<file path="src/logic/prbs_align_pkg.sv">
`default_nettype none

package prbs_align_pkg;

    // ====================
    // PRBS7 polynomial x^7 + x^6 + 1
    // ====================

    // Register length, first tap distance
    localparam int unsigned PRBS_ORDER = 7;
    // Second tap sits PRBS_ORDER - PRBS_TAP bits back
    localparam int unsigned PRBS_TAP = 1;

    // Generator fill pattern while disabled
    localparam logic [7:0] IDLE_BYTE = 8'hA5;

    // ====================
    // Alignment limits
    // ====================

    // Consecutive good words before lock
    localparam int unsigned LOCK_RUN = 16;
    // Flush cycles after each slip change
    localparam int unsigned SETTLE_CYCLES = 2;
    // Full offset passes before giving up
    localparam int unsigned MAX_SWEEPS = 2;

    // Saturating mismatch counter width
    localparam int unsigned ERR_W = 16;

    // Controller states
    typedef enum logic [2:0] {
        IDLE   = 3'd0,
        SETTLE = 3'd1,
        SEEK   = 3'd2,
        LOCKED = 3'd3,
        FAIL   = 3'd4
    } align_state_t;

endpackage

`default_nettype wire

</file>
<file path="src/logic/align_if.sv">
`timescale 1ns/1ps
`default_nettype none

interface align_if #(
    parameter int NBITS = 8
) ();

    // Slip offset into the two-word window
    logic [$clog2(NBITS)-1:0] slip_sel;
    // Checker flush while the offset settles
    logic                     chk_flush;
    // Error counting enable, high while locked
    logic                     count_en;
    // One strobe per compared word, with its verdict
    logic                     chk_valid;
    logic                     chk_match;

    modport ctrl (output slip_sel, chk_flush, count_en, input chk_valid, chk_match);

    modport slip (input slip_sel);

    modport check (input chk_flush, count_en, output chk_valid, chk_match);

endinterface

`default_nettype wire

</file>
<file path="src/logic/prbs_gen.sv">
`timescale 1ns/1ps
`default_nettype none

module prbs_gen #(
    parameter int NBITS = 8
) (
    input  logic             clk_i,
    input  logic             resetn_i,
    input  logic             clear_i,
    input  logic             prbs_en_i,
    output logic [NBITS-1:0] prbs_word_o,
    output logic [NBITS-1:0] prbs_word_msb_o
);

    localparam int ORD  = prbs_align_pkg::PRBS_ORDER;
    localparam int TAP  = prbs_align_pkg::PRBS_TAP;
    localparam int REPS = (NBITS + 7) / 8;

    // Last ORD bits of the word on top, next word below
    logic [NBITS+ORD-1:0] ext;
    logic [REPS*8-1:0]    idle_rep;

    assign idle_rep = {REPS{prbs_align_pkg::IDLE_BYTE}};

    // MSB is the oldest bit, so fill downward
    always_comb begin
        ext = '0;
        ext[NBITS+ORD-1:NBITS] = prbs_word_o[ORD-1:0];
        for (int i = NBITS - 1; i >= 0; i--) begin
            ext[i] = ext[i+ORD] ^ ext[i+ORD-TAP];
        end
    end

    // Clear only acts while enabled; disabled sends the idle fill
    always_ff @(posedge clk_i or negedge resetn_i) begin
        if (!resetn_i) begin
            prbs_word_o <= '1;
        end else if (prbs_en_i) begin
            if (clear_i) begin
                prbs_word_o <= '1;
            end else begin
                prbs_word_o <= ext[NBITS-1:0];
            end
        end else begin
            prbs_word_o <= idle_rep[NBITS-1:0];
        end
    end

    // Mirror image for an MSB-first serializer
    always_comb begin
        for (int i = 0; i < NBITS; i++) begin
            prbs_word_msb_o[i] = prbs_word_o[NBITS-1-i];
        end
    end

endmodule

`default_nettype wire

</file>
<file path="src/logic/bit_slip.sv">
`timescale 1ns/1ps
`default_nettype none

module bit_slip #(
    parameter int NBITS = 8
) (
    input  logic             clk_i,
    input  logic             resetn_i,
    input  logic [NBITS-1:0] rx_data_i,
    align_if.slip            ctl,
    output logic [NBITS-1:0] aligned_o
);

    localparam int SEL_W = $clog2(NBITS);
    localparam int SH_W  = SEL_W + 1;

    // ====================
    // Window select
    // ====================

    // Lane bits travel LSB first, so a word delayed by k bits
    // has its head in the previous word's upper k bits
    // and its tail in the current word's lower bits
    logic [NBITS-1:0]   prev_q;
    logic [2*NBITS-1:0] window;
    logic [SH_W-1:0]    shamt;
    logic [NBITS-1:0]   slice;

    assign window = {rx_data_i, prev_q};

    // Offset s picks window[2N-1-s -: N]
    // Offset 0 passes the current word, offset N-k undoes a k-bit delay
    assign shamt = SH_W'(NBITS) - {1'b0, ctl.slip_sel};
    assign slice = NBITS'(window >> shamt);

    // ====================
    // Registers
    // ====================

    always_ff @(posedge clk_i or negedge resetn_i) begin
        if (!resetn_i) begin
            prev_q    <= '0;
            aligned_o <= '0;
        end else begin
            // Previous received word for the lower half
            prev_q    <= rx_data_i;
            // One cycle through the slip stage
            aligned_o <= slice;
        end
    end

endmodule

`default_nettype wire

</file>
<file path="src/logic/prbs_check.sv">
`timescale 1ns/1ps
`default_nettype none

module prbs_check #(
    parameter int NBITS = 8
) (
    input  logic                             clk_i,
    input  logic                             resetn_i,
    input  logic [NBITS-1:0]                 aligned_i,
    align_if.check                           ctl,
    output logic [prbs_align_pkg::ERR_W-1:0] err_count_o
);

    localparam int ORD = prbs_align_pkg::PRBS_ORDER;
    localparam int TAP = prbs_align_pkg::PRBS_TAP;

    logic [NBITS-1:0]     base_q;
    logic                 primed_q;
    logic                 cnt_en_q;
    logic [NBITS+ORD-1:0] ext;
    logic                 hit;

    // ====================
    // Prediction
    // ====================

    // Same recurrence as the generator, seeded by the last word seen
    always_comb begin
        ext = '0;
        ext[NBITS+ORD-1:NBITS] = base_q[ORD-1:0];
        for (int i = NBITS - 1; i >= 0; i--) begin
            ext[i] = ext[i+ORD] ^ ext[i+ORD-TAP];
        end
    end

    // All zeros is a stuck lane, never a match
    assign hit = (aligned_i == ext[NBITS-1:0]) && (aligned_i != '0);

    always_ff @(posedge clk_i) begin
        base_q <= aligned_i;
    end

    // ====================
    // Compare and count
    // ====================

    always_ff @(posedge clk_i or negedge resetn_i) begin
        if (!resetn_i) begin
            primed_q      <= 1'b0;
            cnt_en_q      <= 1'b0;
            ctl.chk_valid <= 1'b0;
            ctl.chk_match <= 1'b0;
            err_count_o   <= '0;
        end else begin
            cnt_en_q <= ctl.count_en;
            // Base word after a flush is only captured, not compared
            if (ctl.chk_flush) begin
                primed_q      <= 1'b0;
                ctl.chk_valid <= 1'b0;
                ctl.chk_match <= 1'b0;
            end else begin
                primed_q      <= 1'b1;
                ctl.chk_valid <= primed_q;
                ctl.chk_match <= primed_q & hit;
            end
            // Fresh count on each new lock
            if (ctl.count_en && !cnt_en_q) begin
                err_count_o <= '0;
            end else if (ctl.count_en && ctl.chk_valid && !ctl.chk_match &&
                         err_count_o != '1) begin
                err_count_o <= err_count_o + 1'b1;
            end
        end
    end

endmodule

`default_nettype wire

</file>
<file path="src/logic/align_ctrl.sv">
`timescale 1ns/1ps
`default_nettype none

module align_ctrl #(
    parameter int NBITS = 8
) (
    input  logic                     clk_i,
    input  logic                     resetn_i,
    input  logic                     train_i,
    align_if.ctrl                    ctl,
    output logic                     lock_o,
    output logic                     align_fail_o,
    output logic [$clog2(NBITS)-1:0] slip_sel_o
);

    localparam int OFF_W = $clog2(NBITS);
    localparam int SET_W = $clog2(prbs_align_pkg::SETTLE_CYCLES + 1);
    localparam int RUN_W = $clog2(prbs_align_pkg::LOCK_RUN + 1);
    localparam int SWP_W = $clog2(prbs_align_pkg::MAX_SWEEPS + 1);

    prbs_align_pkg::align_state_t state_q;

    logic             train_q;
    logic [OFF_W-1:0] offset_q;
    logic [SET_W-1:0] settle_q;
    logic [RUN_W-1:0] run_q;
    logic [SWP_W-1:0] sweep_q;

    // ====================
    // Sweep FSM
    // ====================

    always_ff @(posedge clk_i or negedge resetn_i) begin
        if (!resetn_i) begin
            state_q  <= prbs_align_pkg::IDLE;
            train_q  <= 1'b0;
            offset_q <= '0;
            settle_q <= '0;
            run_q    <= '0;
            sweep_q  <= '0;
        end else begin
            train_q <= train_i;
            // Dropping train aborts from any state
            if (!train_i) begin
                state_q <= prbs_align_pkg::IDLE;
            end else begin
                case (state_q)
                    prbs_align_pkg::IDLE: begin
                        if (!train_q) begin
                            state_q  <= prbs_align_pkg::SETTLE;
                            offset_q <= '0;
                            settle_q <= '0;
                            sweep_q  <= '0;
                        end
                    end
                    prbs_align_pkg::SETTLE: begin
                        if (settle_q == SET_W'(prbs_align_pkg::SETTLE_CYCLES - 1)) begin
                            state_q <= prbs_align_pkg::SEEK;
                            run_q   <= '0;
                        end else begin
                            settle_q <= settle_q + 1'b1;
                        end
                    end
                    prbs_align_pkg::SEEK: begin
                        if (ctl.chk_valid && ctl.chk_match) begin
                            run_q <= run_q + 1'b1;
                            if (run_q == RUN_W'(prbs_align_pkg::LOCK_RUN - 1)) begin
                                state_q <= prbs_align_pkg::LOCKED;
                            end
                        end else if (ctl.chk_valid) begin
                            // Bad word, try the next offset
                            settle_q <= '0;
                            run_q    <= '0;
                            state_q  <= prbs_align_pkg::SETTLE;
                            if (offset_q == OFF_W'(NBITS - 1)) begin
                                offset_q <= '0;
                                sweep_q  <= sweep_q + 1'b1;
                                if (sweep_q == SWP_W'(prbs_align_pkg::MAX_SWEEPS - 1)) begin
                                    state_q <= prbs_align_pkg::FAIL;
                                end
                            end else begin
                                offset_q <= offset_q + 1'b1;
                            end
                        end
                    end
                    // LOCKED and FAIL hold until train falls
                    default: begin
                    end
                endcase
            end
        end
    end

    // Status and datapath controls straight from state
    assign lock_o        = (state_q == prbs_align_pkg::LOCKED);
    assign align_fail_o  = (state_q == prbs_align_pkg::FAIL);
    assign ctl.chk_flush = (state_q == prbs_align_pkg::SETTLE);
    assign ctl.count_en  = (state_q == prbs_align_pkg::LOCKED);
    assign ctl.slip_sel  = offset_q;
    assign slip_sel_o    = offset_q;

endmodule

`default_nettype wire

</file>
<file path="src/logic/rx_align_top.sv">
`timescale 1ns/1ps
`default_nettype none

module rx_align_top #(
    parameter int NBITS = 8
) (
    input  logic                             clk_i,
    input  logic                             resetn_i,
    input  logic                             train_i,
    input  logic                             clear_i,
    input  logic                             prbs_en_i,
    input  logic [NBITS-1:0]                 rx_data_i,
    output logic [NBITS-1:0]                 tx_word_o,
    output logic [NBITS-1:0]                 tx_word_msb_o,
    output logic                             lock_o,
    output logic                             align_fail_o,
    output logic [$clog2(NBITS)-1:0]         slip_sel_o,
    output logic [prbs_align_pkg::ERR_W-1:0] err_count_o
);

    // Controller to datapath control bundle
    align_if #(.NBITS(NBITS)) align_bus ();

    // Slip stage to checker
    logic [NBITS-1:0] aligned_word;

    // ====================
    // Transmit training word
    // ====================

    prbs_gen #(.NBITS(NBITS)) u_gen (
        .clk_i           (clk_i),
        .resetn_i        (resetn_i),
        .clear_i         (clear_i),
        .prbs_en_i       (prbs_en_i),
        .prbs_word_o     (tx_word_o),
        .prbs_word_msb_o (tx_word_msb_o)
    );

    // ====================
    // Receive alignment
    // ====================

    bit_slip #(.NBITS(NBITS)) u_slip (
        .clk_i     (clk_i),
        .resetn_i  (resetn_i),
        .rx_data_i (rx_data_i),
        .ctl       (align_bus),
        .aligned_o (aligned_word)
    );

    prbs_check #(.NBITS(NBITS)) u_check (
        .clk_i       (clk_i),
        .resetn_i    (resetn_i),
        .aligned_i   (aligned_word),
        .ctl         (align_bus),
        .err_count_o (err_count_o)
    );

    align_ctrl #(.NBITS(NBITS)) u_ctrl (
        .clk_i        (clk_i),
        .resetn_i     (resetn_i),
        .train_i      (train_i),
        .ctl          (align_bus),
        .lock_o       (lock_o),
        .align_fail_o (align_fail_o),
        .slip_sel_o   (slip_sel_o)
    );

endmodule

`default_nettype wire

</file>
<file path="config.mk">
export PLATFORM = sky130hd
export DESIGN_NAME = rx_align_top
export DESIGN_NICKNAME = d
export VERILOG_FILES = /design/src/logic/prbs_align_pkg.sv /design/src/logic/align_if.sv /design/src/logic/prbs_gen.sv /design/src/logic/bit_slip.sv /design/src/logic/prbs_check.sv /design/src/logic/align_ctrl.sv /design/src/logic/rx_align_top.sv
export SDC_FILE = /design/constraint.sdc
export NUM_CORES = 1
export LEC_CHECK = 0
export BUFFER_PORTS_ARGS = -buffer_cell sky130_fd_sc_hd__buf_2
export CAP_MARGIN = 5
export CORE_MARGIN = 2
export CORE_UTILIZATION = 50
export CTS_BUF_LIST = sky130_fd_sc_hd__clkbuf_16
export CTS_CLUSTER_DIAMETER = 150
export DETAILED_ROUTE_END_ITERATION = 10
export PLACE_DENSITY = 0.71
export SLEW_MARGIN = 40
export SYNTH_ARGS = -nofsm -noshare
export SYNTH_HDL_FRONTEND = slang
export SYNTH_SLANG_ARGS = --single-unit
</file>
<file path="constraint.sdc">
create_clock -name clk_i -period 5.95 [get_ports clk_i]
set_input_delay 1.19 -clock clk_i [delete_from_list [all_inputs] [get_ports clk_i]]
set_output_delay 1.19 -clock clk_i [all_outputs]
set_load 0.01 [all_outputs]
</file>
==> reports/metrics.cfg, run 1 <==
[status]
status = completed

[clocking]
clock_latency_ns = 0.33
cts_root_buf = clkbuf_16
hold_buffers = 0
post_cts_resized = 0
clock-sinks = 67
h-tree-depth = 3
cts_buffers = 9
clk_pin_slew_worst_paths_ns = 0.05
clockBufferDepth = 2
post_cts_buffers = 0
cts_tree = done

[drt]
wl_per_cell_microns = 14.7
dr.pass1.iters = 4
drt_wl_total_microns = 7370
postRouteAntennaNets = 0
avgViaCountPerCell = 5.86
drc_errors = 0
route.vias.total = 2949
drt_iter0_drc = 130

[logic_synthesis]
synth_top_family_by_area = simple AND/OR/NAND/NOR gates
async_flop_share_pct = 89.6
seq_area_frac_synth_pct = 44.4
synthDistinctLibCells = 53
yosys.area.top_type = dfrtp_1
synth_area_sq_um = 3720
synth_area_leaders = dfrtp_1 (35%), mux4_2 (7.3%), dfstp_2 (5.7%), nand2_1 (3.9%), dfxtp_1 (3.8%)
synthXorXnorAreaFrac_pct = 4.24
synth_edf_count = 0
synth.avg_cell_area_sq_um = 10.2
synthMuxAreaShare_pct = 10.0
yosys.area_share.adder_pct = 2.69
yosys_warnings = 0
syn-instance-count = 363
synth_compound_area_share_pct = 13.3
post-synth-top-area-fraction_pct = 35.0
syn-num-nets = 384
synth-simple-area-share_pct = 20.3
ys.flop_type = dfrtp_1
ys_ff_latch = 67

[sta]
fin_crit_sh_pct = 44.8
finalMaxSlewViolations = 0
worst_slew_pin_slew_ns = 0.658
slew_headroom_pct = 56.2
clock-skew-final_ns = 0.00389
rsz0062_at_grt = no
fin_crit_ns = 2.67
tns_ns = 0
hold_viol_final = 0
setup_viol = 0
fmax_mhz = 375

[layout]
syn2layout_area_growth_pct = 14.3
drive_above_1_share_pct = 24.3
multi_input_area_sq_um = 1900
register_area_sq_um = 1650
final_cell_mix = dfrtp_1 (51), buf_2 (49), nand2_1 (39)
utilization_pct = 58.9
antenna_cells = 0
fillers = 614
nets = 420
layout_commonest_cell = dfrtp_1

[critical_path]
worst_ep_arrival_time_ns = 2.85
cp_cell_sequence = inv_1, ha_1, mux4_2, a221oi_1, a31oi_1
path_max_fanout = 23
rr_startpoint = u_ctrl.ctl.slip_sel[0]$_DFFE_PN0P_
max_stage_delay_ns = 0.73
worst_ep_required_time_ns = 6.13
crit_type = flop to flop
start_kind = flop
cp_slowest_cell = ha_1
cp-end-kind = flop
setup.worst_path.start = u_ctrl.ctl.slip_sel[0]$_DFFE_PN0P_

[grt]
first_global_vias = 2762
track_usage_pct = 19.1
grt_pass1_wl_microns = 12800
grt_max_degree = 61
antenna_found_initial = 0
grt_overflow = 0

[run]
cap_violations = 0

[floorplanning]
die_h_microns = 90.2
die_x_microns = 90.2
initial_core_util_pct = 51.5
core_sq_um = 7210
num_io_pins = 50
die_area_sq_um = 8140
row_count = 31

[place]
hpwl_microns = 5190
portBuffers = 49
place_congestion = 0.863

[power]
ir_drop_v = 0.000200
power_density_nw_per_um2 = 379
power.leakage_nw = 1.82

[hold_path]
hold_class = flop to flop
min_from = u_slip.aligned_o[3]$_DFF_PN0_

==> synth_stat cells (all sizes together), types with 2 or more instances <==
library cell	count
a221oi	5
o31ai	11
a21o	2
a21oi	14
nand2b	6
or2	3
clkbuf	5
nor3	5
a31oi	6
o21ai	19
xor2	10
and2	4
o21a	4
ha	8
nor3b	4
or3	6
a22oi	3
xnor2	8
dfxtp	7
nor2	12
mux2i	8
nand3b	2
dfrtp	52
dfstp	8
inv	9
nand2	39
or3b	2
and3b	5
o211ai	3
nand3	12
nor2b	5
a211oi	3
mux2	2
mux4	12
nand4	7
o22ai	3
or4	8
nor4	8
and3	7
buf	21
==> path summary, 6_finish.rpt <==
| check | slack [ns] | cells after the start | end |
|---|---|---|---|
| max | 3.28 | 5 | u_slip.aligned_o[6]$_DFF_PN0_ |
| min | 0.41 | 0 | u_check.base_q[3]$_DFF_P_ |
| max reg2reg | 3.28 | 5 | u_slip.aligned_o[6]$_DFF_PN0_ |
| min reg2reg | 0.41 | 0 | u_check.base_q[3]$_DFF_P_ |
| max in group asynchronous | 4.61 | 2 | u_ctrl.ctl.slip_sel[0]$_DFFE_PN0P_ |
| min in group asynchronous | 0.92 | 2 | u_check.err_count_o[5]$_DFFE_PN0P_ |
==> where the power goes <==
part	internal [mW]	switching [mW]
Clock	0.301	0.186
Combinational	0.225	0.245
Sequential	0.549	0.104
==> metrics by stage <==
stage | hold WS [ns] | setup WS, ns | area, sq um | total power, mW | std cells
6_report | 0.409 | 3.28 | 4250 | 1.61 | 503
3_5_place_dp | 0.403 | 3.27 | 3960 | 1.12 | 487
2_1_floorplan | 0.385 | 3.52 | 3720 | 1.02 | 363
5_1_grt | 0.432 | 3.08 | 4250 | 1.72 | 503
4_1_cts | 0.416 | 3.26 | 4240 | 1.62 | 503
3_3_place_gp | 0.403 | 3.07 | 3960 | 1.10 | 487
==> cell families (layout without fill, tap and decap cells) <==
kind of cell,after synthesis,after routing
compound gates,77,77
fa+ha+maj,8,8
buf+inv,35,76
mux,22,22
flops,67,67
simple gates,136,136
xor+xnor,18,18
==> area by class of cell <==
cell class	instances	share of cell area, %
Clock inverter	6	0.647
Clock buffer	10	5.89
Sequential cell	67	38.9
Tap cell	99	2.91
Timing Repair Buffer	51	6.21
Multi-Input combinational cell	261	44.7
Inverter	9	0.795
==> critical path: cells and delay by family, from the launching register on <==
family | cells | cell delay, ns
AO/OA/AOI/OAI | 2 | 0.38
adder cells (fa/ha/maj) | 1 | 0.73
buffers and inverters | 1 | 0.10
flip-flops | 1 | 0.69
multiplexers | 1 | 0.62
==> sequential cells by signal, indices dropped and copies added, names as in the netlist, 2 cells and up <==
signal	cells
u_ctrl.sweep_q	2
u_ctrl.run_q	5
u_slip.prev_q	8
u_ctrl.state_q	3
u_ctrl.settle_q	2
u_gen.prbs_word_o	8
u_check.base_q	7
u_ctrl.ctl.slip_sel	3
u_slip.aligned_o	8
u_check.err_count_o	16
==> metal layers <==
| layer | routed length (microns) | GRT usage [%] | vias to the layer above | part of all wire, % |
|---|---|---|---|---|
| met1 | 3350 | 25.0 | 1425 | 45 |
| met3 | 343 | 4.86 | 10 | 4.7 |
| li1 | - | - | 1421 | - |
| met4 | 91 | 7.31 | 0 | 1.2 |
| met2 | 3590 | 30.7 | 93 | 49 |
| met5 | 0 | 0 | - | 0 |
Power figures use the tool's default switching activity.
==> inputs of run 2 (changes only) <==
PLACE_DENSITY = 0.74   (was 0.71)
clock period = 2.2 ns   (was 5.95 ns; I/O delays follow)
==> reports/metrics.cfg, run 2 (same netlist as run 1, synthesis figures left out) <==
[status]
status = completed

[critical_path]
crit_type = flop to flop
cp_cell_sequence = inv_1, ha_1, xor2_1, nor2_1, a211oi_1, a31oi_1
cp-end-kind = flop
worst_ep_arrival_time_ns = 2.17  ; -0.68 ns
worst_ep_required_time_ns = 2.39  ; -3.74 ns
path_max_fanout = 10  ; -57%
max_stage_delay_ns = 0.56  ; -0.17 ns
start_kind = flop
cp_slowest_cell = xor2_1
rrSetupSlack_ns = 0.21  ; -3.07 ns

[drt]
dr.pass1.iters = 4  ; unchanged
route.vias.total = 3026  ; +2.6%
drc_errors = 0  ; unchanged
wl_per_cell_microns = 14.9  ; +1.3%
drt_wl_total_microns = 7590  ; +3.0%
drt_iter0_drc = 108  ; -17%
avgViaCountPerCell = 5.92  ; +1.0%
postRouteAntennaNets = 0  ; unchanged

[grt]
grt_pass1_wl_microns = 12900  ; +0.81%
grt_overflow = 0  ; unchanged
antenna_found_initial = 0  ; unchanged
grt_max_degree = 61  ; unchanged
first_global_vias = 2839  ; +2.8%
track_usage_pct = 19.3  ; +0.22 points

[sta]
rsz0062_at_grt = no
fin_crit_ns = 1.99  ; -0.680 ns
fin_ws_ns = 0.215  ; -3.07 ns
slew_headroom_pct = 57.0  ; +0.79 points
hold_slack_ns = 0.117  ; -0.291 ns
clock-skew-final_ns = 0.00597  ; +0.00208 ns
finalMaxSlewViolations = 0  ; unchanged
setup_viol = 0  ; unchanged
worst_slew_pin_slew_ns = 0.641  ; -0.0165 ns
fin_crit_sh_pct = 90.2  ; +45 points
hold_viol_final = 0  ; unchanged
tns_ns = 0  ; unchanged
fmax_mhz = 504  ; +34%

[layout]
drive_above_1_share_pct = 25.0  ; +0.74 points
largest_reg_flops = 16  ; unchanged
nets = 428  ; +1.9%
final_cell_mix = dfrtp_1 (51), buf_2 (49), nand2_1 (39)
syn2layout_area_growth_pct = 15.8
utilization_pct = 59.7  ; +0.75 points
finalNonFillerCells = 511  ; +1.6%
fillers = 599  ; -2.4%
stdcell_area_sq_um = 4310  ; +1.3%
register_area_sq_um = 1650  ; unchanged
regMostFlops = u_check.err_count_o
layout_commonest_cell = dfrtp_1
multi_input_area_sq_um = 1890  ; -0.59%
antenna_cells = 0  ; unchanged

[power]
power_mw = 4.38  ; +170%
ir_drop_v = 0.000424  ; +110%
power.leakage_nw = 1.85  ; +1.6%
clock_power_share_pct = 29.6  ; -0.7 points
power.switching_mw = 1.45  ; +170%
power_density_nw_per_um2 = 1020  ; +170%
p_seq_share_pct = 39.3  ; -1.3 points
p_comb_share_pct = 31.1  ; +1.9 points
p_int_mw = 2.93  ; +170%
power_switching_share_pct = 33.1  ; -0.14 points

[floorplanning]
die_x_microns = 90.2  ; unchanged
initial_core_util_pct = 51.5  ; unchanged
row_count = 31  ; unchanged
core_sq_um = 7210  ; unchanged
die_h_microns = 90.2  ; unchanged
num_io_pins = 50  ; unchanged
die_area_sq_um = 8140  ; unchanged

[clocking]
h-tree-depth = 3  ; unchanged
cts_root_buf = clkbuf_16
cts_tree = done
cts_buffers = 9  ; unchanged
hold_buffers = 0  ; unchanged
post_cts_resized = 0  ; unchanged
clk_pin_slew_worst_paths_ns = 0.05  ; about the same
clockBufferDepth = 2  ; unchanged
clock_latency_ns = 0.32  ; about the same
clock-sinks = 67  ; unchanged
post_cts_buffers = 0  ; unchanged

[place]
place_ws_ns = 0.246  ; -3.02 ns
dp.cells = 495  ; +1.6%
portBuffers = 49  ; unchanged
place_congestion = 0.843  ; -2.4%
hpwl_microns = 5420  ; +4.3%
place_area_sq_um = 4030  ; +1.8%

[hold_path]
hold_class = primary input to async pin

[run]
cap_violations = 0  ; unchanged

==> run 2: area by class of cell <==
| type | count | area share, % |
|---|---|---|
| Clock buffer | 10 | 5.81 |
| Clock inverter | 6 | 0.552 |
| Timing Repair Buffer | 59 | 7.73 |
| Multi-Input combinational cell | 261 | 43.9 |
| Tap cell | 99 | 2.88 |
| Inverter | 9 | 0.785 |
| Sequential cell | 67 | 38.4 |
==> run 2: power groups by stage <==
stage / logic, mW / clock network (mW) / registers [mW]
detailed placement: 1.35 / 0 / 1.74
global route: 1.51 / 1.38 / 1.75
floorplan: 1.09 / 0 / 1.68
finish: 1.36 / 1.30 / 1.72
CTS: 1.37 / 1.33 / 1.72
global placement: 1.31 / 0 / 1.73
==> run 2: path summary, 6_finish.rpt <==
check                                                   start                            endpoint  cells past startpoint
hold reg to reg                 u_slip.aligned_o[0]$_DFF_PN0_           u_check.base_q[0]$_DFF_P_                      0
max in group asynchronous                            resetn_i      u_gen.prbs_word_o[1]$_DFF_PN1_                      2
setup / recovery           u_ctrl.ctl.slip_sel[1]$_DFFE_PN0P_       u_slip.aligned_o[0]$_DFF_PN0_                      6
hold / removal                                       resetn_i  u_check.err_count_o[5]$_DFFE_PN0P_                      2
setup reg to reg           u_ctrl.ctl.slip_sel[1]$_DFFE_PN0P_       u_slip.aligned_o[0]$_DFF_PN0_                      6
min in group clk_i                               rx_data_i[5]          u_slip.prev_q[5]$_DFF_PN0_                      1
==> run 2: worst max-delay path, delay by kind of cell (launching register included) <==
family / cells / cell delay, ns
xor gates and xnor gates: 1 / 0.56
DFF: 1 / 0.42
adders and majority gates: 1 / 0.38
AOI/OAI and AO/OA: 2 / 0.31
and+or+nand+nor: 1 / 0.10
buffers and inverters: 1 / 0.08
==> run 2: metal layers <==
metal	part of all wire, %	track usage (%)	routed length, microns	vias to the layer above
met5	0	0	0	-
met4	1.7	7.69	132	0
met3	5.7	4.53	435	13
met2	49	32.7	3730	110
met1	43	23.9	3290	1467
li1	-	-	-	1436
